[config.mk]
export PLATFORM = sky130hd
export DESIGN_NAME = osd_raster_tracker
export DESIGN_NICKNAME = d
export VERILOG_FILES = /design/src/source/osd_geometry_pkg.sv /design/src/source/osd_raster_tracker.sv
export SDC_FILE = /design/constraint.sdc
export NUM_CORES = 1
export LEC_CHECK = 0
export ABC_CLOCK_PERIOD_IN_PS = 3990
export BUFFER_PORTS_ARGS = -buffer_cell sky130_fd_sc_hd__buf_4
export CORE_MARGIN = 2
export CORE_UTILIZATION = 55
export DETAILED_ROUTE_END_ITERATION = 8
export PLACE_DENSITY = 0.77
export SYNTH_ARGS = -nofsm -noshare
export SYNTH_HDL_FRONTEND = slang
export SYNTH_SLANG_ARGS = --single-unit
[constraint.sdc]
create_clock -name clk_8mhz -period 3.99 [get_ports clk_8mhz]
set_clock_uncertainty 0.2 [all_clocks]
set_input_delay 0.399 -clock clk_8mhz [delete_from_list [all_inputs] [get_ports clk_8mhz]]
set_output_delay 0.399 -clock clk_8mhz [all_outputs]
set_load 0.01 [all_outputs]
[src/source/osd_geometry_pkg.sv]
// geometry of the OSD window, its backing RAM and the video path
// window is 256 pixels wide at 1 bit per pixel, so one byte holds eight pixels
// raster counters are 9 bits, so lines longer than 511 pixels wrap

package osd_geometry_pkg;

  ////////////////////
  // raster and window
  ////////////////////

  localparam int video_pos_w = 9;
  localparam int osd_width = 256;
  localparam int osd_tall_lines = 64;
  localparam int osd_short_lines = 8;
  localparam int offset_w = 8;

  ////////////////////
  // OSD image RAM
  ////////////////////

  // 2 KB image as 512 words of 32 bits
  localparam int osd_addr_w = 11;
  localparam int ram_word_addr_w = 9;

  ////////////////////
  // colours
  ////////////////////

  localparam int rgb_w = 24;
  localparam logic [rgb_w-1:0] osd_fg_rgb = 24'hff_ff_ff;
  // dark blue-grey behind the text
  localparam logic [rgb_w-1:0] osd_bg_rgb = 24'h30_40_50;

endpackage
[src/source/osd_raster_tracker.sv]
// follows incoming video timing and locates the OSD window on it
// the window origin is where the raster position equals both offsets
// osd_fetch fires on the first pixel of every byte inside the window

`timescale 1ns/10ps

module osd_raster_tracker
  import osd_geometry_pkg::*;
(
  input  logic                  clk_8mhz,
  input  logic                  rst,
  input  logic                  video_de,
  input  logic                  video_hs,
  input  logic                  video_vs,
  input  logic                  osd_enable,
  input  logic                  osd_short,
  input  logic [offset_w-1:0]   offset_x,
  input  logic [offset_w-1:0]   offset_y,
  output logic                  osd_active,
  output logic                  osd_fetch,
  output logic [osd_addr_w-1:0] osd_addr
);

  logic [video_pos_w-1:0] video_pos_x;
  logic [video_pos_w-1:0] video_pos_y;
  logic [video_pos_w-1:0] osd_x;
  logic [video_pos_w-1:0] osd_y;
  logic [video_pos_w-1:0] win_height;
  logic                   match_x;
  logic                   match_y;

  assign match_x = (video_pos_x == video_pos_w'(offset_x));
  assign match_y = (video_pos_y == video_pos_w'(offset_y));

  // raster position, y only steps on lines that carried pixels
  always_ff @(posedge clk_8mhz) begin
    if (rst) begin
      video_pos_x <= '0;
      video_pos_y <= '0;
    end else if (video_vs) begin
      video_pos_y <= '0;
    end else if (video_hs) begin
      video_pos_x <= '0;
      if (video_pos_x != '0)
        video_pos_y <= video_pos_y + 1'b1;
    end else if (video_de) begin
      video_pos_x <= video_pos_x + 1'b1;
    end
  end

  // window-relative position
  always_ff @(posedge clk_8mhz) begin
    if (rst) begin
      osd_x <= '0;
      osd_y <= '0;
    end else if (match_x && match_y) begin
      osd_x <= '0;
      osd_y <= '0;
    end else if (match_x) begin
      osd_x <= '0;
      osd_y <= osd_y + 1'b1;
    end else begin
      osd_x <= osd_x + 1'b1;
    end
  end

  assign win_height = osd_short ? video_pos_w'(osd_short_lines) : video_pos_w'(osd_tall_lines);

  assign osd_active = osd_enable && video_de && (osd_x < video_pos_w'(osd_width))
                      && (osd_y < win_height);
  assign osd_fetch  = osd_active && (osd_x[2:0] == 3'd0);
  // 32 bytes per window line
  assign osd_addr   = {osd_y[5:0], osd_x[7:3]};

endmodule

# [After elaboration in Yosys (flattened, before gate mapping)]
# Index checks and enable logic that the tools add are counted.
[word_totals] mem_count=0 mem_bits_rw=0 output_inout_bits=13 wordCells=29 latch_bits=0 input_bits=23 romBits=0 register_bits=36
[classes] div_mod_pow=0 n_reduce_logical=13 mul=0 muxes=3 order_cmp=2 n_eq_ne=2 bitwise=1 add_sub_neg=4 n_shift=0
[op_table] op="adder 9 x 1 -> 9 bit, second input constant" count=4
[op_table] op="== test 9 x 8 -> 1 bit" count=2
[op_table] op="2-to-1 mux 9 bit" count=2
[op_table] op="less-than comparator 9 x 7 -> 1 bit" count=1
[op_table] op="less-than comparator 9 bit, second input constant" count=1
[op_table] op="nonzero test 9 bit" count=1
[op_table] op="2-to-1 mux 7 bit" count=1
[op_table] op="logical AND 1 bit" count=5
[op_table] op="AND reduction 2 bit" count=2
[op_table] op="OR reduction 2 bit" count=2
[op_table] op="logical NOT 3 bit" count=1
[op_table] op="OR reduction 3 bit" count=1
[op_table] op="nonzero test 2 bit" count=1
[op_table] op="NOT 1 bit" count=1

# [Logic depth before layout (Yosys ltp)]
# Gate-level depths: netlist of the first run.
[logic_depth] ltp_word=4 ltp_mapped=7 depth_no_buf=7

# [Least setup slack after synthesis of the first run]
# Ideal clock, no wire load.
[synth_path] path_kind="input-to-output" startpoint="input port osd_short" endpoint="output port osd_fetch" stages=5 setup_slack_ps=2032 path_buffers=0 arrival_ps=1359 required_time_ps=3391 cell_sequence="ha_1 -> nor4_1 -> nand3_1 -> a21oi_1 -> and3b_1"
[synth_between] elab_chain_cells=4
[synth_rtl] element="start: declaration" line="osd_raster_tracker.sv:16" text="input logic osd_short,"
[synth_rtl] element="2-to-1 mux 7 bit" line="osd_raster_tracker.sv:67" text="assign win_height = osd_short ? video_pos_w'(osd_short_lines) : video_pos_w'(osd_tall_lines);"
[synth_rtl] element="less-than comparator 9 x 7 -> 1 bit" line="osd_raster_tracker.sv:70" text="&& (osd_y < win_height);"
[synth_rtl] element="logical AND 1 bit" line="osd_raster_tracker.sv:70"
[synth_rtl] element="via osd_active" line="osd_raster_tracker.sv:19" text="output logic osd_active,"
[synth_rtl] element="logical AND 1 bit" line="osd_raster_tracker.sv:71" text="assign osd_fetch = osd_active && (osd_x[2:0] == 3'd0);"
[synth_rtl] element="end: declaration" line="osd_raster_tracker.sv:20" text="output logic osd_fetch,"
# The timed path passes the listed nets, and every way through them passes these cells.

# [Final worst setup path of the first run]
[layout_path] startpoint="register osd_y[6]" endpoint="output port osd_fetch"
[layout_between] elab_chain_cells=3
[layout_rtl] element="start: declaration" line="osd_raster_tracker.sv:27" text="logic [video_pos_w-1:0] osd_y;"
[layout_rtl] element="start signal: assignment" line="osd_raster_tracker.sv:61" text="osd_y <= osd_y + 1'b1;"
[layout_rtl] element="less-than comparator 9 x 7 -> 1 bit" line="osd_raster_tracker.sv:70"
[layout_rtl] element="logical AND 1 bit" line="osd_raster_tracker.sv:70"
[layout_rtl] element="logical AND 1 bit" line="osd_raster_tracker.sv:71"
# No other way between the ends.

==> impl_metrics.yaml, run 1 <==
synthesis:
  synthFlopType: "dfxtp_1"
  yosysMostFrequentCell: "dfxtp_1"
  synth_common_cells: "36 x dfxtp_1, 33 x nor2_1, 23 x xor2_1"
  syn_area_sq_um: 2001
  ys_seq_area_frac: 0.3602
  synthCells: 235
  yosysWarnings: 0
  avgSynthCellArea_sq_um: 8.513
  synth_top_cells_by_area: "dfxtp_1 36%, xor2_1 10%, nor2_1 6.2%, xnor2_1 6.1%, ha_1 4.4%"
  synth_cell_type_count: 42
  synth_top_area_cell: "dfxtp_1"
  ys_seq_elements: 36
  synthArstFlopShare: 0
  synth_top_area_frac: 0.3602
  synth-edff-count: 0
  syn_nets: 265
sta:
  slew_headroom: 0.5045
  hold_slack_ps: 79.71
  rsz0062_at_grt: "false"
  final.min_clock_period_ps: 2285
  fin_ws_ps: 1705
  slew_viol_final: 0
  fin_setup_tns_ps: 0
  hold_viol: 0
  max_freq_mhz: 437.7
  fin_crit_sh: 0.5727
  tightest_slew_ps: 739.8
  setup_violations: 0
place:
  portBuffers: 35
  dpl_cell_area_sq_um: 2226
  post-place-ws_ps: 1886
  post-dp-hpwl_um: 2659
  gp_congestion: 0.8366
grt:
  grt-ovfl-total: 0
  grt_use_met3: 0.04754
  grt_max_degree: 13
  first_global_vias: 1460
  antenna_found_initial: 0
  grt_pass1_wl_um: 6285
  grt.met1_usage: 0.2650
  met2_usage: 0.2891
  top_usage_layer: "met2"
  grt_usage: 0.1951
hold_path:
  hp-class: "in2reg"
  hold_path_end: "video_pos_x[2]$_SDFFE_PP0P_"
  min_path_cells: 2
  worstHoldStart: "rst"
detailed_routing:
  wl_per_cell_um: 11.75
  drtAntennaViolNets: 0
  vias: 1626
  routed_wl_um: 3643
  drc: 0
  via_per_inst: 5.245
  drtIter0Drc: 74
  first_pass_iters: 4
clocking:
  cts_resized: 0
  clk_latency_ps: 350
  cts_sinks: 36
  cts_buffer_depth: 2
  cts_setup_buffers: 0
  cts_buffers: 5
  path_clk_slew_ps: 120
  clockRootBuffer: "clkbuf_4"
  cts_tree: "yes"
  cts_hold_buf: 0
  htreeDepth: 2
critical_path:
  reg2reg_slack_ps: 1990
  startpoint_type: "flip-flop"
  cp.required_ps: 3390
  cp-end-kind: "output pin"
  cp_slowest_cell: "dfxtp_1"
  critPathMaxStageDelay_ps: 380
  worstPathArrival_ps: 1690
  path_max_fanout: 5
  worstPathCellList: "ha_1, nor4_1, nand3_1, a21oi_1, and3b_1, buf_4"
  timing.rr.end: "osd_y[3]$_SDFFE_PP0P_"
  worstSetupPathType: "reg2out"
  reg2regPathDepth: 5
  r2r-start: "video_pos_x[4]$_SDFFE_PP0P_"
floorplanning:
  start_util: 0.5857
  coreArea_sq_um: 3416
  num_rows: 21
  die_h_um: 64.31
  fp.dieW_um: 64.31
  ioPinCount: 36
  fp.dieArea_sq_um: 4136
pwr:
  p_leak_nw: 0.9328
  power.density_nw_per_um2: 346.3
  ir_worst_vdd_v: 0.0001886
cells_and_area:
  syn2layout_area_growth_pct: 17.64
  final_area_sq_um: 2354
  diodes: 0
  fin_nets: 293
  drive_gt1_frac: 0.2159
outcome:
  status: "finished clean"
job:
  drv_cap: 0
[how the worst max path moves through the flow]
| stage | to | from | slack (ps) |
|---|---|---|---|
| 2_1_floorplan | osd_fetch | osd_short | 2030 |
| 3_3_place_gp | osd_fetch | osd_short | 1890 |
| 3_5_place_dp | osd_y[3]$_SDFFE_PP0P_ | offset_x[1] | 1890 |
| 4_1_cts | osd_fetch | osd_y[6]$_SDFFE_PP0P_ | 1690 |
| 5_1_grt | osd_fetch | osd_y[6]$_SDFFE_PP0P_ | 1550 |
| 6_report | osd_fetch | osd_y[6]$_SDFFE_PP0P_ | 1710 |
[layout by cell type (no fill, tap or decap), types with 2 or more instances in the layout]
cell type	Yosys	layout
nand4_1	2	2
xnor2_1	14	14
nand2_1	13	13
nor4_1	6	6
nor3_1	4	4
dfxtp_1	36	36
a22oi_1	2	2
o21ai_0	7	7
and2_1	3	3
clkbuf_4	0	5
buf_4	11	35
a311oi_1	2	2
bufinv_16	0	3
nand2b_1	2	2
inv_1	14	14
a21oi_1	8	8
o22ai_1	4	4
nor2b_1	2	2
nand3_1	17	17
nor2_1	33	33
or2_2	3	3
ha_1	7	7
xor2_1	23	23
[cell families (layout without fill, tap and decap cells)]
family / after synthesis / in the layout / synth area share
buf+inv: 28 / 57 / 0.07380
simple gates: 96 / 96 / 0.2427
compound gates: 30 / 30 / 0.1126
fa+ha+maj: 7 / 7 / 0.04378
xor+xnor: 37 / 37 / 0.1620
flops: 36 / 36 / 0.3602
mux: 1 / 1 / 0.005003
[metrics by stage]
step                cells    util  power, mW
floorplan             235       -     0.4089
global placement      302  0.6516     0.4377
detailed placement    302  0.6516     0.4376
CTS                   310  0.6890     0.8183
global route          310  0.6890     0.8440
finish                310  0.6890     0.8150
[worst max-delay path, delay by kind of cell, from the launching register on]
kind	cells	cell delay (ps)
buf+inv	1	120
flops	1	380
simple gates	3	500
fa+ha+maj	1	200
compound gates	1	160
[power breakdown]
part           leakage, nW  total (mW)  internal [mW]  switching [mW]
registers            0.291       0.368          0.363         0.00461
clock network       0.0654       0.385          0.258           0.127
logic                0.577      0.0623         0.0316          0.0308
total                0.933       0.815          0.653           0.162
[flip-flops by register name (all words and copies together), names as in the netlist]
name,count
video_pos_y,9
osd_x,9
video_pos_x,9
osd_y,9
[area by class of cell]
cell class,instances,area [sq um]
timing repair buffer,35,262.8
tap,46,57.56
sequential,36,720.7
multi-input combinational,171,1132
inverter,14,52.55
fill,298,1062
clock inverter,3,90.09
clock buffer,5,37.54
[per-layer routing]
layer	wire [um]	vias to the layer above
met4	21	0
met3	182	2
li1	-	842
met1	1813	742
met2	1625	40
met5	0	-
Power figures use the tool's default switching activity.
==> run 2, diff against run 1 <==
- ABC_CLOCK_PERIOD_IN_PS: 3990 -> 2300
- clock period: 3.99 -> 2.3 ns (I/O delays scaled with it)
==> impl_metrics.yaml, run 2 (synthesis results as in run 1) <==
floorplanning:
  num_rows: 21
  fp.dieArea_sq_um: 4136
  start_util: 0.5857
  coreArea_sq_um: 3416
  die_h_um: 64.31
  ioPinCount: 36
  fp.dieW_um: 64.31
cells_and_area:
  fin_nets: 294
  regArea_sq_um: 720.7
  final_cell_mix: "36 x dfxtp_1, 35 x buf_4, 33 x nor2_1, 23 x xor2_1, 17 x nand3_1"
  syn2layout_area_growth_pct: 15.20
  final_area_sq_um: 2305
  multi_input_area_sq_um: 1142
  n_fill_cell: 289
  final_util: 0.6747
  diodes: 0
  layout_commonest_cell: "dfxtp_1"
  drive_gt1_frac: 0.2151
critical_path:
  worstPathCellList: "ha_1, nor4_2, nand3_1, a21oi_2, and3b_1, buf_4"
  cp.required_ps: 1870
  path_depth: 6
  reg2regPathDepth: 7
  worstPathArrival_ps: 1720
  worst-path-buf-inv: 1
  cp-end-kind: "output pin"
  startpoint_type: "flip-flop"
  worstSetupPathType: "reg2out"
  critPathMaxStageDelay_ps: 370
  path_max_fanout: 5
  critical_path.top_delay_family: "simple AND/OR/NAND/NOR gates"
  cp_slowest_cell: "dfxtp_1"
sta:
  hold_viol: 0
  fin_setup_tns_ps: 0
  tightest_slew_ps: 711.4
  final.min_clock_period_ps: 2154
  slew_viol_final: 0
  slew_headroom: 0.5235
  max_freq_mhz: 464.2
  setup_violations: 0
  fin_crit_sh: 0.9367
hold_path:
  min_path_cells: 3
  hp-class: "in2reg"
detailed_routing:
  drtIter0Drc: 143
  vias: 1652
  drc: 0
  first_pass_iters: 4
  wl_per_cell_um: 12.50
  drtAntennaViolNets: 0
  routed_wl_um: 3886
  via_per_inst: 5.312
grt:
  grt-ovfl-total: 0
  grt_max_degree: 11
  antenna_found_initial: 0
  grt_pass1_wl_um: 6624
  first_global_vias: 1486
  grt_usage: 0.2045
job:
  drv_cap: 0
pwr:
  ir_worst_vdd_v: 0.0002812
  p_int_mw: 0.8365
  p_seq_frac: 0.575
  p_leak_nw: 0.9055
  p_comb_frac: 0.100
  netSwitchingFraction: 0.2464
  power.total_mw: 1.110
  clock_power_share: 0.326
  switching_power_mw: 0.2735
  power.density_nw_per_um2: 481.6
clocking:
  htreeDepth: 2
  clk_latency_ps: 350
  cts_sinks: 36
  cts_buffer_depth: 2
  cts_tree: "yes"
  path_clk_slew_ps: 110
  cts_buffers: 5
  clockRootBuffer: "clkbuf_4"
place:
  dpl_cell_area_sq_um: 2226
  portBuffers: 35
  gp_congestion: 0.8950
  post-dp-hpwl_um: 2896
outcome:
  status: "finished clean"
[run 2: metrics by stage]
step,instances,hold WS [ps],worst slack [ps]
finish,311,22.28,145.6
global route,311,69.81,-16.96
CTS,311,23.47,119.9
detailed placement,302,252.6,331.8
global placement,302,247.0,367.5
floorplan,235,229.4,473.5
[run 2: worst paths after layout]
path                                                  start                     endpoint  slack [ps]
worst max register to register  video_pos_x[0]$_SDFFE_PP0P_  video_pos_y[5]$_SDFFE_PP0P_         330
worst min-delay path                               video_vs  video_pos_x[2]$_SDFFE_PP0P_          20
worst min register to register          osd_x[0]$_SDFF_PP0_          osd_x[0]$_SDFF_PP0_         270
worst max-delay path                  osd_y[6]$_SDFFE_PP0P_                    osd_fetch         150
[run 2: layer usage]
| layer | vias to the layer above | GRT usage | wire length [um] |
|---|---|---|---|
| met4 | 0 | 0.07979 | 77 |
| met5 | - | 0 | 0 |
| met1 | 749 | 0.2721 | 1822 |
| met3 | 10 | 0.04225 | 188 |
| li1 | 851 | - | - |
| met2 | 42 | 0.3242 | 1798 |
[run 2: area by class of cell]
cell class                      count  share of cell area
Multi-Input combinational cell    171              0.4957
Clock buffer                        8             0.02552
Timing Repair Buffer               36              0.1183
Tap cell                           46             0.02497
Inverter                           14             0.02280
Sequential cell                    36              0.3127
[run 2: timing repair]
item / CTS / global route
hold endpoints to repair: 2 / 0
hold buffers: 1 / 0
resized for setup: 0 / 2
endpoints found under the setup margin: 0 / 1
setup buffers: 0 / 0
[run 2: tightest hold or removal path: cells and delay by family]
family	cells	cell delay (ps)
buffers and inverters	1	100
AOI/OAI and AO/OA	2	200
[run 2: power by group through the flow]
stage	Sequential, mW	Clock (mW)	Combinational [mW]
final	0.638	0.361	0.110
after global routing	0.640	0.389	0.122
after CTS	0.638	0.367	0.111
after detailed placement	0.652	0	0.109
after global placement	0.652	0	0.108
after floorplan	0.650	0	0.0593
==> run 3, diff against run 2 <==
- CORE_ASPECT_RATIO: not set -> 1.1
- SKIP_LAST_GASP: not set -> 1
==> impl_metrics.yaml, run 3 (synthesis results as in run 1) <==
cells_and_area:
  layout_commonest_cell: "dfxtp_1"
  syn2layout_area_growth_pct: 15.88
  diodes: 0
  final_cells: 313
  n_fill_cell: 318
  final_util: 0.6793
  drive_gt1_frac: 0.2151
  final_cell_mix: "36 x dfxtp_1, 35 x buf_4, 33 x nor2_1, 23 x xor2_1, 17 x nand3_1"
  fin_nets: 294
floorplanning:
  start_util: 0.5861
  fp.dieArea_sq_um: 4137
  coreArea_sq_um: 3413
  ioPinCount: 36
  die_h_um: 67.26
  fp.dieW_um: 61.51
  num_rows: 22
detailed_routing:
  wl_per_cell_um: 12.68
  drc: 0
  via_per_inst: 5.339
  drtIter0Drc: 53
  vias: 1671
  routed_wl_um: 3969
  drtAntennaViolNets: 0
  first_pass_iters: 4
pwr:
  clock_power_share: 0.376
  power.total_mw: 1.199
  p_seq_frac: 0.532
  ir_worst_vdd_v: 0.0004316
  switching_power_mw: 0.2870
  p_int_mw: 0.9124
  netSwitchingFraction: 0.2393
  p_leak_nw: 0.9128
  p_comb_frac: 0.092
  power.density_nw_per_um2: 517.3
outcome:
  status: "finished clean"
place:
  post-dp-hpwl_um: 2944
  post-place-ws_ps: 338.0
  placed_cells_incl_taps: 304
  portBuffers: 35
  gp_congestion: 0.9124
clocking:
  cts_tree: "yes"
  clockRootBuffer: "clkbuf_4"
  cts_buffer_depth: 2
  clk_latency_ps: 350
  cts_setup_buffers: 0
  htreeDepth: 2
  cts_hold_buf: 1
  cts_sinks: 36
  cts_resized: 0
  path_clk_slew_ps: 110
  cts_buffers: 5
sta:
  final.min_clock_period_ps: 2188
  fin_ws_ps: 111.6
  fin_setup_tns_ps: 0
  setup_violations: 0
  fin_crit_sh: 0.9515
  slew_headroom: 0.5453
  max_freq_mhz: 457.0
  rsz0062_at_grt: "false"
  tightest_slew_ps: 678.9
  hold_viol: 0
  slew_viol_final: 0
critical_path:
  critPathMaxStageDelay_ps: 370
  path_max_fanout: 5
  worst-path-buf-inv: 1
  worstPathCellList: "ha_1, nor4_1, nand3_1, a21oi_1, and3b_1, buf_4"
  worstPathArrival_ps: 1760
  critical_path.top_delay_family: "simple AND/OR/NAND/NOR gates"
  startpoint_type: "flip-flop"
  cp-end-kind: "output pin"
  cp_slowest_cell: "dfxtp_1"
  cp.required_ps: 1870
  worstSetupPathType: "reg2out"
grt:
  grt_max_degree: 13
  antenna_found_initial: 0
  grt-ovfl-total: 0
  grt_usage: 0.2091
  grt_pass1_wl_um: 6430
  first_global_vias: 1535
job:
  drv_cap: 0
hold_path:
  hp-class: "in2reg"
## run 3: layer usage
metal  wire (um)  vias up  GRT usage
met4          63        0    0.08245
met2        2026       37     0.3684
met5           0        -          0
li1            -      845          -
met3         148        6    0.05364
met1        1730      783     0.2353
## run 3: path summary, 6_finish.rpt
| kind | slack [ps] | start | endpoint | cells past startpoint |
|---|---|---|---|---|
| setup / recovery | 110 | osd_y[6]$_SDFFE_PP0P_ | osd_fetch | 6 |
| setup reg to reg | 310 | video_pos_x[0]$_SDFFE_PP0P_ | video_pos_y[5]$_SDFFE_PP0P_ | 7 |
| hold reg to reg | 270 | osd_x[0]$_SDFF_PP0_ | osd_x[0]$_SDFF_PP0_ | 1 |
| hold / removal | 20 | video_vs | video_pos_x[2]$_SDFFE_PP0P_ | 3 |
## run 3: metrics by stage
| step | cell area [sq um] | hold WS [ps] |
|---|---|---|
| after floorplan | 2001 | 229.4 |
| after global placement | 2228 | 243.9 |
| after detailed placement | 2228 | 251.5 |
| after CTS | 2318 | 12.26 |
| after global routing | 2318 | 22.05 |
| final | 2318 | 16.34 |
## run 3: power by group through the flow
stage | Sequential [mW] | Clock (mW) | Combinational, mW
global placement | 0.652 | 0 | 0.108
CTS | 0.638 | 0.463 | 0.112
detailed placement | 0.652 | 0 | 0.110
finish | 0.638 | 0.451 | 0.110
global route | 0.639 | 0.489 | 0.122
floorplan | 0.650 | 0 | 0.0593
## run 3: cell type report
cell class	instances	area [sq um]	area share
multi-input cells	171	1132	0.4884
flip-flops and latches	36	720.7	0.3108
repair buffers	36	272.8	0.1176
well taps	48	60.06	0.02590
inverters	14	52.55	0.02267
clock inverters	3	42.54	0.01835
clock buffers	5	37.54	0.01619
## run 3: worst min-delay path, stage by stage
cell and delay, ps:
buf_4 100, o21ai_0 90, a21oi_1 120
