**src/source/osd_bus_pkg.sv**
```systemverilog
// CPU bus widths and address map
// the top address nibble picks the region, registers sit at fixed word addresses
// unmapped regions are never acknowledged, so a master must not access them

package osd_bus_pkg;

  ////////////////////
  // bus widths
  ////////////////////

  localparam int bus_addr_w = 32;
  localparam int bus_data_w = 32;
  localparam int bus_strb_w = 4;

  ////////////////////
  // address map
  ////////////////////

  localparam logic [3:0] ram_region_nibble = 4'h1;
  localparam logic [3:0] reg_region_nibble = 4'h3;

  // bit 0 enable, bit 1 short window
  localparam logic [bus_addr_w-1:0] reg_osd_ctrl_addr = 32'h3000_0000;
  localparam logic [bus_addr_w-1:0] reg_offset_x_addr = 32'h3000_0010;
  localparam logic [bus_addr_w-1:0] reg_offset_y_addr = 32'h3000_0014;

  // region picked by the top nibble
  typedef enum logic [1:0] {
    region_ram,
    region_regs,
    region_none
  } bus_region_e;

endpackage

```
**src/source/osd_geometry_pkg.sv**
```systemverilog
// geometry of the OSD window, its backing RAM and the video path
// window is 256 pixels wide at 1 bit per pixel, so one byte holds eight pixels
// raster counters are 9 bits, so lines longer than 511 pixels wrap

package osd_geometry_pkg;

  ////////////////////
  // raster and window
  ////////////////////

  localparam int video_pos_w = 9;
  localparam int osd_width = 256;
  localparam int osd_tall_lines = 64;
  localparam int osd_short_lines = 8;
  localparam int offset_w = 8;

  ////////////////////
  // OSD image RAM
  ////////////////////

  // 2 KB image as 512 words of 32 bits
  localparam int osd_addr_w = 11;
  localparam int ram_word_addr_w = 9;

  ////////////////////
  // colours
  ////////////////////

  localparam int rgb_w = 24;
  localparam logic [rgb_w-1:0] osd_fg_rgb = 24'hff_ff_ff;
  // dark blue-grey behind the text
  localparam logic [rgb_w-1:0] osd_bg_rgb = 24'h30_40_50;

endpackage
```
**src/source/osd_pixel_shifter.sv**
```systemverilog
// turns fetched OSD bytes into pixels and mixes them over the video colour
// a byte lands in the shift register two cycles after its fetch strobe
// msb of each byte is the leftmost pixel

`timescale 1ns/10ps

module osd_pixel_shifter
  import osd_geometry_pkg::*;
  import osd_bus_pkg::*;
(
  input  logic                  clk_8mhz,
  input  logic                  rst,
  input  logic                  osd_fetch,
  input  logic [1:0]            osd_addr,
  input  logic                  osd_active,
  input  logic                  video_de,
  input  logic [bus_data_w-1:0] ram_rdata,
  input  logic [rgb_w-1:0]      c64_rgb,
  output logic [rgb_w-1:0]      video_rgb
);

  logic       fetch_d;
  logic [1:0] lane_d;
  logic [7:0] fetched_byte;
  logic [7:0] pix_shift;
  logic [rgb_w-1:0] osd_rgb;

  // line up strobe and lane with the RAM read data
  always_ff @(posedge clk_8mhz) begin
    if (rst) begin
      fetch_d <= 1'b0;
      lane_d  <= 2'd0;
    end else begin
      fetch_d <= osd_fetch;
      lane_d  <= osd_addr;
    end
  end

  assign fetched_byte = ram_rdata[lane_d*8 +: 8];

  always_ff @(posedge clk_8mhz) begin
    if (rst)
      pix_shift <= 8'd0;
    else if (fetch_d)
      pix_shift <= fetched_byte;
    else
      pix_shift <= {pix_shift[6:0], 1'b0};
  end

  assign osd_rgb   = pix_shift[7] ? osd_fg_rgb : osd_bg_rgb;
  // blank outside active video
  assign video_rgb = video_de ? (osd_active ? osd_rgb : c64_rgb) : '0;

endmodule

```
**config.mk**
```make
export PLATFORM = sky130hd
export DESIGN_NAME = osd_pixel_shifter
export DESIGN_NICKNAME = d
export VERILOG_FILES = /design/src/source/osd_bus_pkg.sv /design/src/source/osd_geometry_pkg.sv /design/src/source/osd_pixel_shifter.sv
export SDC_FILE = /design/constraint.sdc
export NUM_CORES = 1
export LEC_CHECK = 0
export BUFFER_PORTS_ARGS = -buffer_cell sky130_fd_sc_hd__buf_2
export CORE_MARGIN = 2
export CORE_UTILIZATION = 30
export CTS_CLUSTER_SIZE = 10
export DETAILED_ROUTE_END_ITERATION = 8
export GPL_TIMING_DRIVEN = 0
export PLACE_DENSITY = 0.69
export SLEW_MARGIN = 15
export SYNTH_ARGS = -nofsm -noshare
export SYNTH_HDL_FRONTEND = slang
export SYNTH_SLANG_ARGS = --single-unit
```
**constraint.sdc**
```tcl
create_clock -name clk_8mhz -period 2.1 [get_ports clk_8mhz]
set_input_delay 0.42 -clock clk_8mhz [delete_from_list [all_inputs] [get_ports clk_8mhz]]
set_output_delay 0.42 -clock clk_8mhz [all_outputs]
set_load 0.01 [all_outputs]
```
# Yosys cells after proc, flatten, opt, wreduce, memory -nomap -nowiden
# Index checks and enable logic that the tools add are counted.
# classes
shifts,1
mux,4
bitwise,1
reduce_logical,1
# op_table
cell,n
24-bit 2-to-1 mux,3
32-bit by 6-bit variable part select with 8-bit output,1
8-bit 2-to-1 mux,1
2-bit OR reduction,1
1-bit NOT,1
# word_totals
regBits,11

# Logic depth before layout (Yosys ltp)
# Gate-level depths: netlist of run 1.
# logic_depth
word_depth,3
mapped_depth,4
depth_no_buf,3

# Least setup slack after synthesis of run 1
# Ideal clock, no wire load.
# synth_timing
path_kind,in2out
start,input port osd_active
end,output port video_rgb[10]
arrival_time_ns,1.044
required_time_ns,1.680
slack_ns,0.636
cell_stages,3
path_buffers,1
path_cell_list,nand2_1 > clkbuf_1 > a21boi_0
# synth_between
elab_chain_len,2
# synth_lines
element,line_no,rtl
from (decl),osd_pixel_shifter.sv:15,"input logic osd_active,"
24-bit 2-to-1 mux (2 in a row),osd_pixel_shifter.sv:52,assign video_rgb = video_de ? (osd_active ? osd_rgb : c64_rgb) : '0;
to (decl),osd_pixel_shifter.sv:19,output logic [rgb_w-1:0] video_rgb
# No other way between the ends.

# Worst setup path after layout of run 1
# Same ends and word-level chain as after synthesis.

==> results of run 1 <==
[cells in the final DEF, fill, tap and decap left out, drive strengths merged]
| cell type | synthesis | routed |
|---|---|---|
| o21a | 5 | 5 |
| nand2b | 19 | 19 |
| a2111oi | 1 | 1 |
| nor2b | 4 | 4 |
| inv | 1 | 1 |
| clkbuf | 6 | 10 |
| buf | 3 | 89 |
| nand2 | 1 | 1 |
| mux4 | 7 | 7 |
| dfxtp | 11 | 11 |
| a21boi | 19 | 19 |
| a211oi | 1 | 1 |
| mux2i | 8 | 8 |
| nor2 | 7 | 7 |
[worst min-delay path by stage]
stage	from	endpoint	slack (ns)	cells past startpoint
global route	rst	pix_shift[0]	0.34	2
floorplan	pix_shift[0]	pix_shift[1]	0.44	2
finish	rst	pix_shift[0]	0.34	2
global placement	pix_shift[1]	pix_shift[2]	0.45	2
detailed placement	pix_shift[1]	pix_shift[2]	0.46	2
CTS	rst	pix_shift[0]	0.33	2
[power breakdown]
group          leakage, uW  total [uW]  internal, uW  switching [uW]
Sequential       0.0000904         223           220            3.16
Combinational     0.000579         199           115            84.4
Clock            0.0000150         140          73.3            67.1
[area by class of cell]
cell class                 instances  share of cell area [%]
buffer                             9                   3.193
clock buffer                       4                   1.916
inverter                           1                  0.2737
multi-input combinational         72                   44.34
sequential                        11                   16.06
tap                               31                   2.828
timing repair buffer              86                   31.39
[metrics by stage]
| stage | setup WS (ns) | total power (uW) |
|---|---|---|
| 3_3_place_gp | 0.2905 | 425.3 |
| 4_1_cts | 0.2233 | 571.1 |
| 2_1_floorplan | 0.6360 | 334.1 |
| 6_report | 0.2429 | 562.9 |
| 5_1_grt | 0.1353 | 599.2 |
| 3_5_place_dp | 0.2244 | 429.6 |
[per-layer routing]
layer / track usage, % / vias to the layer above / part of all wire [%] / routed length, um
met1: 16.76 / 447 / 38 / 947
li1: - / 509 / - / -
met5: 0 / - / 0 / 0
met2: 26.30 / 73 / 46 / 1150
met3: 3.125 / 2 / 14 / 358
met4: 4.983 / 0 / 0.97 / 24
[worst max-delay path, delay by kind of cell]
kind,cells,cell delay (ns)
buf+inv,3,0.61
compound gates,1,0.18
simple gates,1,0.22
[registers in the layout (all words and copies together), names as in the netlist]
| register | cells |
|---|---|
| lane_d | 2 |
| fetch_d | 1 |
| pix_shift | 8 |
[kinds of logic after synthesis]
group | count (synthesis)
mux | 15
buf+inv | 10
flops | 11
compound gates | 26
simple gates | 31
[cells in the mapped netlist]
cell,instances
sky130_fd_sc_hd__a21boi_0,19
sky130_fd_sc_hd__nand2b_1,19
sky130_fd_sc_hd__dfxtp_1,11
sky130_fd_sc_hd__mux2i_1,8
sky130_fd_sc_hd__mux4_2,7
sky130_fd_sc_hd__nor2_1,7
sky130_fd_sc_hd__clkbuf_1,6
sky130_fd_sc_hd__o21a_1,5
sky130_fd_sc_hd__nor2b_1,4
sky130_fd_sc_hd__buf_2,2
sky130_fd_sc_hd__a2111oi_0,1
sky130_fd_sc_hd__a211oi_1,1
sky130_fd_sc_hd__buf_6,1
sky130_fd_sc_hd__inv_1,1
sky130_fd_sc_hd__nand2_1,1
==> impl.org, run 1 <==
** Pwr
- Peak VDD IR :: 0.0003571 V
- For this design the ratio of total power to cell area is 410.5 nW/um^2.
- The analysis attributes to cell leakage a power of 0.0006845 uW.

** Worst setup path
- Startpoint kind of the worst setup timing path :: primary input
- In this run the register-to-register setup slack is 0.76 ns.
- In this run the worst setup path terminates at video_rgb[10].
- The critical path is of the in2out type.
- The worst register-to-register path begins at lane_d[0].
- Crit-path slowest cell :: sky130_fd_sc_hd__clkbuf_1
- On the worst path, the slowest cell contributes a delay of 0.31 ns.
- Data on the critical path is required at its endpoint by 1.68 ns.
- Crit Reg-Reg Endpoint :: pix_shift[1]
- Arrival @ worst endpoint :: 1.44 ns
- The number of cells on the worst reg-to-reg path is 4.
- The cell that appears most often on the critical path is sky130_fd_sc_hd__buf_2.
- Along the worst path, the maximum fanout reaches 10.
- Cells along the critical path :: buf_2, nand2_1, clkbuf_1, a21boi_0, buf_2
- The worst setup path is captured at an output port.
- In this run the worst setup path begins at osd_active.

** GRT
- Vias in the first global route :: 910
- Entering global routing, the biggest net connects 11 pins.
- The total overflow left after global routing is 0.
- Initial antenna violation count :: 0
- Across every metal layer, demand over resource in global routing totals 14.51%.
- The first global-routing pass estimated 3850 um of wire.

** STA
- The number of max-slew violations in the final report came to 0.
- The final critical path takes up 88.43% of the cycle.
- Slew at the pin closest to its max-slew limit :: 0.3937 ns
- Achievable frequency :: 0.5385 GHz
- Final worst hold slack :: 0.3369 ns
- Between clock sinks in the finished design, the worst skew comes to 0.001661 ns.
- Minimum clock period :: 1.857 ns
- In the final timing run, aggregate negative setup slack is 0 ns.
- Max-slew headroom at the worst pin :: 73.75%
- The final count of hold timing violations is 0.
- Count of final setup violators :: 0
- Setup repair after global routing left no endpoint under its margin.

** Finish
- Compared with the post-synthesis result, the final layout area differs by 56.57%.
- Cells with a size suffix above 1 make up 54.10% of the layout.
- The number of antenna diodes in the final layout is 0.
- The filler cells instantiated in the layout total 272.
- Number of nets in the layout :: 247
- Footprint of the multi-input gates :: 608.1 um^2
- Final standard cell utilization of the core :: 49.73%
- After routing the design area is 1371 um^2.
- In the final layout, flip-flops and latches occupy 220.2 um^2.
- Excluding fillers, the count of instances in the completed layout stands at 214.

** Logic synthesis
- Synth Area in XOR/XNOR :: 0%
- Yosys attributes the largest share of cell area to sky130_fd_sc_hd__dfxtp_1, sky130_fd_sc_hd__mux4_2, sky130_fd_sc_hd__a21boi_0.
- In this run, distinct cell masters in the synthesized netlist total 15.
- After synthesis, the largest family of logic cells by area is multiplexers.
- The portion of synthesized area spent on multiplexers is 27.14%.
- The number of nets handed over by synthesis was 156.
- Sequential cells were found to cover 25.14% of the synthesized design area.
- The share of synthesized area in the top cell type comes to 25.14%.
- Synth Instances :: 93
- Synthesis inferred 11 register bits.
- Averaged over all synthesized cells, the footprint is 9.418 um^2.
- After synthesis the cells add up to 875.8 um^2.
- During synthesis, Yosys emitted a total of 0 warnings.
- After Yosys synthesis, full adders, half adders and majority gates account for 0% of the synthesized area.
- The synthesized netlist devotes 22.43% of its cell area to compound gates.
- Of the total synthesized cell area, the portion taken by AND, OR, NAND and NOR gates is 19.86%.
- Cell type contributing the most total cell area after synthesis :: sky130_fd_sc_hd__dfxtp_1

** Die
- The core region is 2758 um^2.
- Placement row count :: 19
- Measured along the y axis, the die boundary spans 58.03 um.
- Die Wd :: 58.03 um
- The die covers 3367 um^2.
- 87 I/O pins were placed.
- Starting utilization of the core area :: 31.76%

** Route
- Residual antenna-violating net count after detailed routing :: 0
- Total routed wirelength :: 2481 um
- In the routed design, unresolved DRC markers number 0.
- Routed wire length per instance :: 11.59 um
- After detailed routing, the number of vias per cell comes to 4.818.
- The first detailed-routing pass ran for 4 iterations.
- The detailed router placed 1031 vias in this run.
- After the first detailed-routing iteration, the DRC count stood at 44.

** Clock tree
- Post-CTS timing repair inserted 0 buffers for setup.
- TritonCTS clock tree :: done
- At the later pin of the worst-skew pair, clock insertion delay measures 0.26 ns.
- CTS placed an instance of sky130_fd_sc_hd__clkbuf_4 at the clock tree root.
- CTS built an H-tree with a depth of 1.
- Max Buffers Root-to-Sink :: 2
- Hold repair after CTS inserted 0 buffers.
- In this run, CTS created clock tree buffers numbering 3.
- Counting every sink on the clock net gives 11.
- Clock-pin slew was measured on the worst setup and hold paths at 0.07 ns.
- Gates resized during post-CTS repair numbered 0.

** Run status
- Run status :: finished, final reports clean

** Placed design
- Area of placed instances :: 1345 um^2
- Instance count after placement with tap cells included :: 210
- At the end of routability-driven placement, the weighted congestion stood at 0.8232.
- IO buf count :: 86
- Detailed placement ended at an HPWL of 2106 um.

** Run
- Maximum capacitance violations :: 0

** Worst hold path
- The worst hold path belongs to the class in2reg.
Power figures use the tool's default switching activity.
==> inputs of run 2 (changes only) <==
Settings changed: ABC_CLOCK_PERIOD_IN_PS set to 2100, GPL_TIMING_DRIVEN 0 to not set.
==> impl.org, run 2 (synthesis results as in run 1) <==
** Run status
- Run status :: finished, final reports clean (unchanged)

** Route
- Count of vias placed by the detailed router :: 972 (was 1031)
- The total DRC errors in the routed layout was 0 (unchanged).
- Drt first pass iters :: 3 (was 4)
- Residual antenna-violating net count after detailed routing :: 0 (unchanged)
- The number of design-rule violations left by the first detailed-router iteration was 55 (was 44).
- The total wire length was 2367 um (was 2481 um).
- The average wire per cell in the routed design came to 11.55 um (was 11.59 um).
- Vias per cell :: 4.741 (was 4.818)

** Run
- Maximum capacitance violations :: 0 (unchanged)

** STA
- Setup TNS :: 0 ns (unchanged)
- The measured slew at the worst slew-check pin was 0.5268 ns (was 0.3937 ns).
- Number of hold violations in the final report :: 0 (unchanged)
- The final setup violation count came to 0 (unchanged).
- Layout Skew :: 0.0002999 ns (was 0.001661 ns)
- Achievable frequency :: 0.5519 GHz (was 0.5385 GHz)
- Max-slew headroom at the worst pin :: 64.83% (was 73.75%)
- Count of pins over their slew limit :: 0 (unchanged)
- Post-route fraction of the period consumed by the critical path :: 86.29% (was 88.43%)
- The time the worst path needs with I/O delays and setup came to 1.812 ns (was 1.857 ns).
- RSZ-0062 raised after global routing :: no (unchanged)

** Die
- Die Wd :: 58.03 um (unchanged)
- Number of top-level pins :: 87 (unchanged)
- The initial cell density of the core is 31.76% (unchanged).
- Placement row count :: 19 (unchanged)
- The height of the die is 58.03 um (unchanged).
- Area enclosed by the die boundary :: 3367 um^2 (unchanged)
- Core Footprint :: 2758 um^2 (unchanged)

** GRT
- GR Layer Usage met1 :: 15.80% (was 16.76%)
- The number of antenna violations at the first check in global routing came to 0 (unchanged).
- The global-route met3 utilization was 4.241% (was 3.125%).
- The number of global-route vias before repair came to 843 (was 910).
- Maximum number of pins on one net before global-route repair :: 26 (was 11)
- Global-route wire length before repair :: 3546 um (was 3850 um)
- The routing usage on met2 came to 23.70% (was 26.30%).
- The residual overflow from global routing is 0 (unchanged).
- The overall routing resource usage came to 13.67% (was 14.51%).
- Most Used Layer, Global Route :: met2 (unchanged)

** Worst setup path
- Crit-path slowest cell :: sky130_fd_sc_hd__buf_2 (was sky130_fd_sc_hd__clkbuf_1)
- The capturing instance or port of the critical path was video_rgb[10] (unchanged).
- Stages on worst setup path :: 4 (was 5)
- Type of the worst setup path :: in2out (unchanged)
- Largest fanout on the critical path :: 25 (was 10)
- The source of the critical timing path is osd_active (unchanged).
- Arrival @ worst endpoint :: 1.39 ns (was 1.44 ns)
- The depth of the worst register-to-register path is 3 (was 4).
- Startpoint kind of the worst setup timing path :: primary input (unchanged)
- Crit-path most repeated cell :: sky130_fd_sc_hd__buf_2 (unchanged)
- The worst setup slack for register-to-register paths was 0.55 ns (was 0.76 ns).
- Required time of the critical path :: 1.68 ns (about the same)
- Cells along the critical path: buf_2, nand2_2, a21boi_0, buf_2 (was buf_2, nand2_1, clkbuf_1, a21boi_0, buf_2).
- The origin of the critical flop-to-flop path is lane_d[0] (unchanged).
- Kind of end point of the critical path :: output port (unchanged)
- Crit Reg-Reg Endpoint :: pix_shift[1] (unchanged)
- The cell family with the largest share of critical-path delay was buffers and inverters (unchanged).
- Maximum single-stage delay on the critical path :: 0.28 ns (was 0.31 ns)
- CP Buf/Inv Count :: 2 (was 3)

** Finish
- Fraction of layout cells with a size suffix above 1 :: 55.75% (was 54.10%)
- Most used cells in the layout excluding fill and tap cells :: sky130_fd_sc_hd__buf_2, sky130_fd_sc_hd__nand2b_1, sky130_fd_sc_hd__a21boi_0, sky130_fd_sc_hd__dfxtp_1, sky130_fd_sc_hd__mux2i_1 (unchanged)
- Max FFs per register :: 8 (unchanged)
- Filler cell count :: 259 (was 272)
- Number of nets in the layout :: 238 (was 247)
- The final core utilization was 48.23% (was 49.73%).
- Largest registers :: pix_shift (8), lane_d (2), fetch_d (1) (unchanged)
- Design Area, Final :: 1330 um^2 (was 1371 um^2)
- The leading cell type in the layout, fill and taps excluded is sky130_fd_sc_hd__buf_2 (unchanged).
- Biggest register :: pix_shift (unchanged)
- The final antenna diode count is 0 (unchanged).
- The area overhead of the layout relative to synthesis was 51.86% (was 56.57%).

** Clock tree
- Number of buffers inserted by post-CTS setup repair :: 0 (unchanged)
- The worst-skew pair later-pin latency was 0.27 ns (was 0.26 ns).
- The clock tree from TritonCTS is done (unchanged).
- Number of gates given a new drive strength after cts :: 0 (unchanged)
- Cell at the root of the clock tree :: sky130_fd_sc_hd__clkbuf_4 (unchanged)
- Max Buffers Root-to-Sink :: 2 (unchanged)
- Post-CTS clock slew at the launch and capture registers of the worst setup and hold paths :: 0.07 ns (about the same)
- The TritonCTS sink count was 11 (unchanged).
- TritonCTS Buffers :: 3 (unchanged)
- The count of hold buffers inserted by post-cts repair is 0 (unchanged).
- H-Tree Depth :: 1 (unchanged)

** Worst hold path
- Path category of the worst min-delay check :: in2reg (unchanged)

** Placed design
- The post-DP HPWL was 1990 um (was 2106 um).
- The count of input and output buffers was 86 (unchanged).
- The routability congestion estimate was 0.6957 (was 0.8232).
- Area of placed instances :: 1301 um^2 (was 1345 um^2)

** Pwr
- The static leakage was 0.0006624 uW (was 0.0006845 uW).
- The power per cell area was 418.8 nW/um^2 (was 410.5 nW/um^2).
- The worst voltage drop across the vdd grid is 0.0003521 V (was 0.0003571 V).
==> run 2: cell count changes in the layout (fill, tap and decap cells not counted) <==
cell                       delta
sky130_fd_sc_hd__clkbuf_1     -6
sky130_fd_sc_hd__buf_2        -2
sky130_fd_sc_hd__buf_6        -1
sky130_fd_sc_hd__nand2_1      -1
sky130_fd_sc_hd__nand2_2      +1
==> run 2: worst min path at each step <==
stage / from / end / slack [ns] / cells after the start
3_5_place_dp: pix_shift[4] / pix_shift[5] / 0.46 / 2
4_1_cts: osd_addr[0] / lane_d[0] / 0.35 / 2
5_1_grt: osd_fetch / fetch_d / 0.36 / 2
2_1_floorplan: pix_shift[0] / pix_shift[1] / 0.44 / 2
6_report: osd_addr[0] / lane_d[0] / 0.36 / 2
3_3_place_gp: pix_shift[1] / pix_shift[2] / 0.45 / 2
==> run 2: through the flow <==
stage / std cells / setup WS (ns) / total power (uW) / hold WS, ns
final: 205 / 0.2879 / 557.0 / 0.3575
after global routing: 205 / 0.1669 / 596.4 / 0.3601
after CTS: 205 / 0.1112 / 565.8 / 0.3488
after detailed placement: 201 / 0.1148 / 421.6 / 0.4609
after global placement: 201 / 0.1774 / 417.2 / 0.4470
after floorplan: 93 / 0.6360 / 334.1 / 0.4365
==> run 2: final cells by class <==
class,count,area (um^2),area share (%)
flip-flops and latches,11,220.2,16.56
multi-input cells,72,610.6,45.91
inverters,1,3.754,0.2822
clock buffers,4,26.28,1.976
well taps,31,38.79,2.916
repair buffers,86,430.4,32.36
==> run 2: worst reg2reg max path, stage by stage, from the launching register on <==
cell and delay (ns):
sky130_fd_sc_hd__dfxtp_1 0.65, sky130_fd_sc_hd__mux4_2 0.58, sky130_fd_sc_hd__mux2i_1 0.16, sky130_fd_sc_hd__nor2_1 0.05
==> run 2: layer usage <==
metal / up-vias / routed length (um)
met2: 75 / 1065
met4: 0 / 31
met1: 403 / 911
li1: 490 / -
met3: 4 / 358
met5: - / 0
==> run 2: where the power goes <==
part           switching, uW  internal [uW]
clock                   68.6           73.6
sequential              13.1            220
combinational           71.9            110
==> inputs of run 3 (changes only) <==
Settings changed: ABC_AREA set to 1, CORE_MARGIN 2 to not set, PLACE_DENSITY 0.69 to 0.66.
==> impl.org, run 3 <==
** Run status
- Run status :: finished, final reports clean (unchanged)

** Clock tree
- Cell at the root of the clock tree :: sky130_fd_sc_hd__clkbuf_4 (unchanged)
- The worst-skew pair later-pin latency was 0.27 ns (about the same).
- Max Buffers Root-to-Sink :: 2 (unchanged)
- The TritonCTS sink count is 11 (unchanged).
- The total number of H-tree levels is 1 (unchanged).
- The total CTS buffers came to 3 (unchanged).
- TritonCTS clock tree :: done (unchanged)
- The clock-pin slew on the worst setup and hold paths came to 0.06 ns (was 0.07 ns).
- The count of buffers added by post-CTS timing repair for setup was 0 (unchanged).
- Number of gates given a new drive strength after cts :: 0 (unchanged)
- Count of hold-fix buffers inserted at cts :: 0 (unchanged)

** GRT
- The wire length of the first global-routing pass is 3691 um (was 3546 um).
- The number of antenna violations at the first check in global routing is 0 (unchanged).
- The pin count of the biggest net entering global routing is 20 (was 26).
- The number of global-route vias before repair came to 929 (was 843).
- The residual overflow from global routing is 0 (unchanged).
- Tot GR Track Use :: 13.62% (was 13.67%)

** STA
- The worst setup skew after layout is 0.003365 ns (was 0.0002999 ns).
- Max-slew headroom at the worst pin :: 55.10% (was 64.83%)
- RSZ-0062 raised after global routing :: no (unchanged)
- Number of hold violations in the final report :: 0 (unchanged)
- The worst setup margin came to 0.5485 ns (was 0.2879 ns).
- The setup TNS came to 0 ns (unchanged).
- Count of final setup violators :: 0 (unchanged)
- The maximum achievable frequency came to 0.6445 GHz (was 0.5519 GHz).
- Minimum clock period :: 1.552 ns (was 1.812 ns)
- Slew at the pin closest to its max-slew limit :: 0.6726 ns (was 0.5268 ns)
- Post-route fraction of the period consumed by the critical path :: 73.88% (was 86.29%)
- The number of max-slew violations in the final report came to 0 (unchanged).

** Worst setup path
- The cell family with the largest share of critical-path delay was buffers and inverters (unchanged).
- Arrival @ worst endpoint :: 1.13 ns (was 1.39 ns)
- Cells along the critical path: buf_2, inv_1, buf_4, nor2_1, buf_2 (was buf_2, nand2_2, a21boi_0, buf_2).
- The cell repeated most along the worst path was sky130_fd_sc_hd__buf_2 (unchanged).
- The largest incremental delay on the critical path was 0.25 ns (was 0.28 ns).
- Required time of the critical path :: 1.68 ns (about the same)
- Kind of end point of the critical path :: output port (unchanged)
- Largest fanout on the critical path :: 18 (was 25)
- CP Buf/Inv Count :: 4 (was 2)
- The kind of critical path was in2out (unchanged).
- The slowest cell on the critical path is sky130_fd_sc_hd__buf_4 (was sky130_fd_sc_hd__buf_2).
- The startpoint type of the worst setup path is a primary input (unchanged).

** Route
- The number of design-rule violations left by the first detailed-router iteration is 40 (was 55).
- The average via count per standard cell is 4.404 (was 4.741).
- Count of unresolved DRC violations after routing :: 0 (unchanged)
- Total routed wirelength :: 2446 um (was 2367 um)
- Routed wire length per instance :: 8.830 um (was 11.55 um)
- Residual antenna-violating net count after detailed routing :: 0 (unchanged)
- Drt first pass iters :: 4 (was 3)
- The total via count after detailed routing came to 1220 (was 972).

** Finish
- Most used cells in the layout excluding fill and tap cells: sky130_fd_sc_hd__buf_2, sky130_fd_sc_hd__nand2_1, sky130_fd_sc_hd__a21oi_1, sky130_fd_sc_hd__nor2_1, sky130_fd_sc_hd__dfxtp_1 (was sky130_fd_sc_hd__buf_2, sky130_fd_sc_hd__nand2b_1, sky130_fd_sc_hd__a21boi_0, sky130_fd_sc_hd__dfxtp_1, sky130_fd_sc_hd__mux2i_1).
- Max FFs per register :: 8 (unchanged)
- The leading cell type in the layout, fill and taps excluded is sky130_fd_sc_hd__buf_2 (unchanged).
- Register Area :: 220.2 um^2 (unchanged)
- The register with the most flip-flops was pix_shift (unchanged).
- Fraction of layout cells with a size suffix above 1 :: 51.93% (was 55.75%)
- The number of fill cells is 334 (was 259).
- The area overhead of the layout relative to synthesis came to 42.66% (was 51.86%).
- Largest registers: pix_shift (8), lane_d (2), fetch_d (1) (unchanged).
- The number of nets in the layout was 297 (was 238).
- The area of the multi-input gates came to 630.6 um^2 (was 610.6 um^2).
- Inserted Diodes :: 0 (unchanged)

** Pwr
- The worst voltage drop across the vdd grid came to 0.0003787 V (was 0.0003521 V).
- The static leakage is 0.0007806 uW (was 0.0006624 uW).
- Power per standard cell area :: 416.8 nW/um^2 (was 418.8 nW/um^2)

** Logic synthesis
- The area of the mapped netlist is 988.4 um^2 (was 875.8 um^2).
- The count of unique library cells instantiated by Yosys was 18 (was 15).
- The synthesized net count came to 215 (was 156).
- The area fraction in and, or, nand and nor cells after synthesis came to 43.16% (was 19.86%).
- Dominant combinational cell family by area after synthesis :: simple AND/OR/NAND/NOR gates (was multiplexers)
- The post-synthesis instance total came to 152 (was 93).
- The number of enable-type register cells in the synthesized netlist came to 0 (unchanged).
- Top-area cell type share of the netlist area :: 22.28% (was 25.14%)
- Number of register bits inferred by synthesis :: 11 (unchanged)
- The post-synthesis cell type with the largest combined area is sky130_fd_sc_hd__dfxtp_1 (unchanged).
- The prevailing post-synth register cell is sky130_fd_sc_hd__dfxtp_1 (unchanged).
- The fraction of synthesized area in multiplexers was 0% (was 27.14%).
- In the post-synthesis netlist, the cell with the most instances is sky130_fd_sc_hd__nand2_1.
- The Yosys warning count is 0 (unchanged).
- The compound-gate portion of the synthesized area was 20.63% (was 22.43%).
- Area contributors post-synth: sky130_fd_sc_hd__dfxtp_1, sky130_fd_sc_hd__nand2_1, sky130_fd_sc_hd__a21oi_1 (was sky130_fd_sc_hd__dfxtp_1, sky130_fd_sc_hd__mux4_2, sky130_fd_sc_hd__a21boi_0).
- Mean instance size in the synthesized netlist :: 6.503 um^2 (was 9.418 um^2)
- Synth Area in XOR/XNOR :: 0% (unchanged)
- Cell types with the highest counts after synthesis: sky130_fd_sc_hd__nand2_1, sky130_fd_sc_hd__a21oi_1, sky130_fd_sc_hd__nor2_1 (was sky130_fd_sc_hd__a21boi_0, sky130_fd_sc_hd__nand2b_1, sky130_fd_sc_hd__dfxtp_1).
- Portion of the post-synthesis area used by sequential elements :: 22.28% (was 25.14%)
- The fraction of registers with async set/reset came to 0% (unchanged).
- The area share of fa/ha/maj cells after synthesis is 0% (unchanged).

** Placed design
- Placed wire-length estimate :: 1979 um (was 1990 um)
- The count of input and output buffers was 86 (unchanged).
- Placer congestion estimate :: 0.7085 (was 0.6957)
- Minimum setup slack after placement :: 0.5554 ns (was 0.1148 ns)

** Die
- The number of cell rows was 20 (was 19).
- Die Wd :: 59.40 um (was 58.03 um)
- The height of the die came to 59.40 um (was 58.03 um).
- Area enclosed by the die boundary :: 3528 um^2 (was 3367 um^2)
- Starting utilization of the core area :: 32.11% (was 31.76%)
- The floorplan core area came to 3078 um^2 (was 2758 um^2).
- Number of top-level pins :: 87 (unchanged)

** Run
- The max-cap violation count is 0 (unchanged).

** Worst hold path
- The class of the tightest hold or removal check is in2reg (unchanged).
-- run 3: kinds of logic (layout without fill, tap and decap cells) --
kind of cell    after synthesis  in the layout
compound gates               34             34
buf+inv                      18             99
flops                        11             11
simple gates                 89             89
-- run 3: layer usage --
metal | part of all wire [%] | GRT usage, %
met5 | 0 | 0
met4 | 0.37 | 3.741
met3 | 9.0 | 4.367
met2 | 49 | 25.52
met1 | 42 | 14.40
-- run 3: power breakdown --
group          internal [uW]  switching, uW  total, uW
Sequential               221           16.7        238
Combinational            101            107        208
Clock                   73.6           68.3        142
Total                    395            192        588
-- run 3: area by class of cell --
type,count,area share [%]
clock buffer,4,1.863
tap,44,3.904
timing repair buffer,87,31.06
inverter,8,2.839
sequential,11,15.62
multi-input combinational,123,44.72
-- run 3: metrics by stage --
stage / std cells / cell area (um^2) / total power [uW] / util (%) / hold WS [ns]
4_1_cts: 277 / 1410 / 595.4 / 45.81 / 0.3420
3_3_place_gp: 273 / 1384 / 451.6 / 44.96 / 0.4930
5_1_grt: 277 / 1410 / 631.6 / 45.81 / 0.3527
2_1_floorplan: 152 / 988.4 / 371.7 / - / 0.4792
3_5_place_dp: 273 / 1384 / 452.5 / 44.96 / 0.4980
6_report: 277 / 1410 / 587.7 / 45.81 / 0.3444
-- run 3: path summary, 6_finish.rpt --
check	startpoint	slack, ns	end	cells past startpoint
worst max register to register	lane_d[0]	0.77	pix_shift[7]	5
worst min-delay path	rst	0.34	lane_d[0]	2
worst max-delay path	video_de	0.55	video_rgb[21]	5
worst min register to register	pix_shift[4]	0.51	pix_shift[5]	2
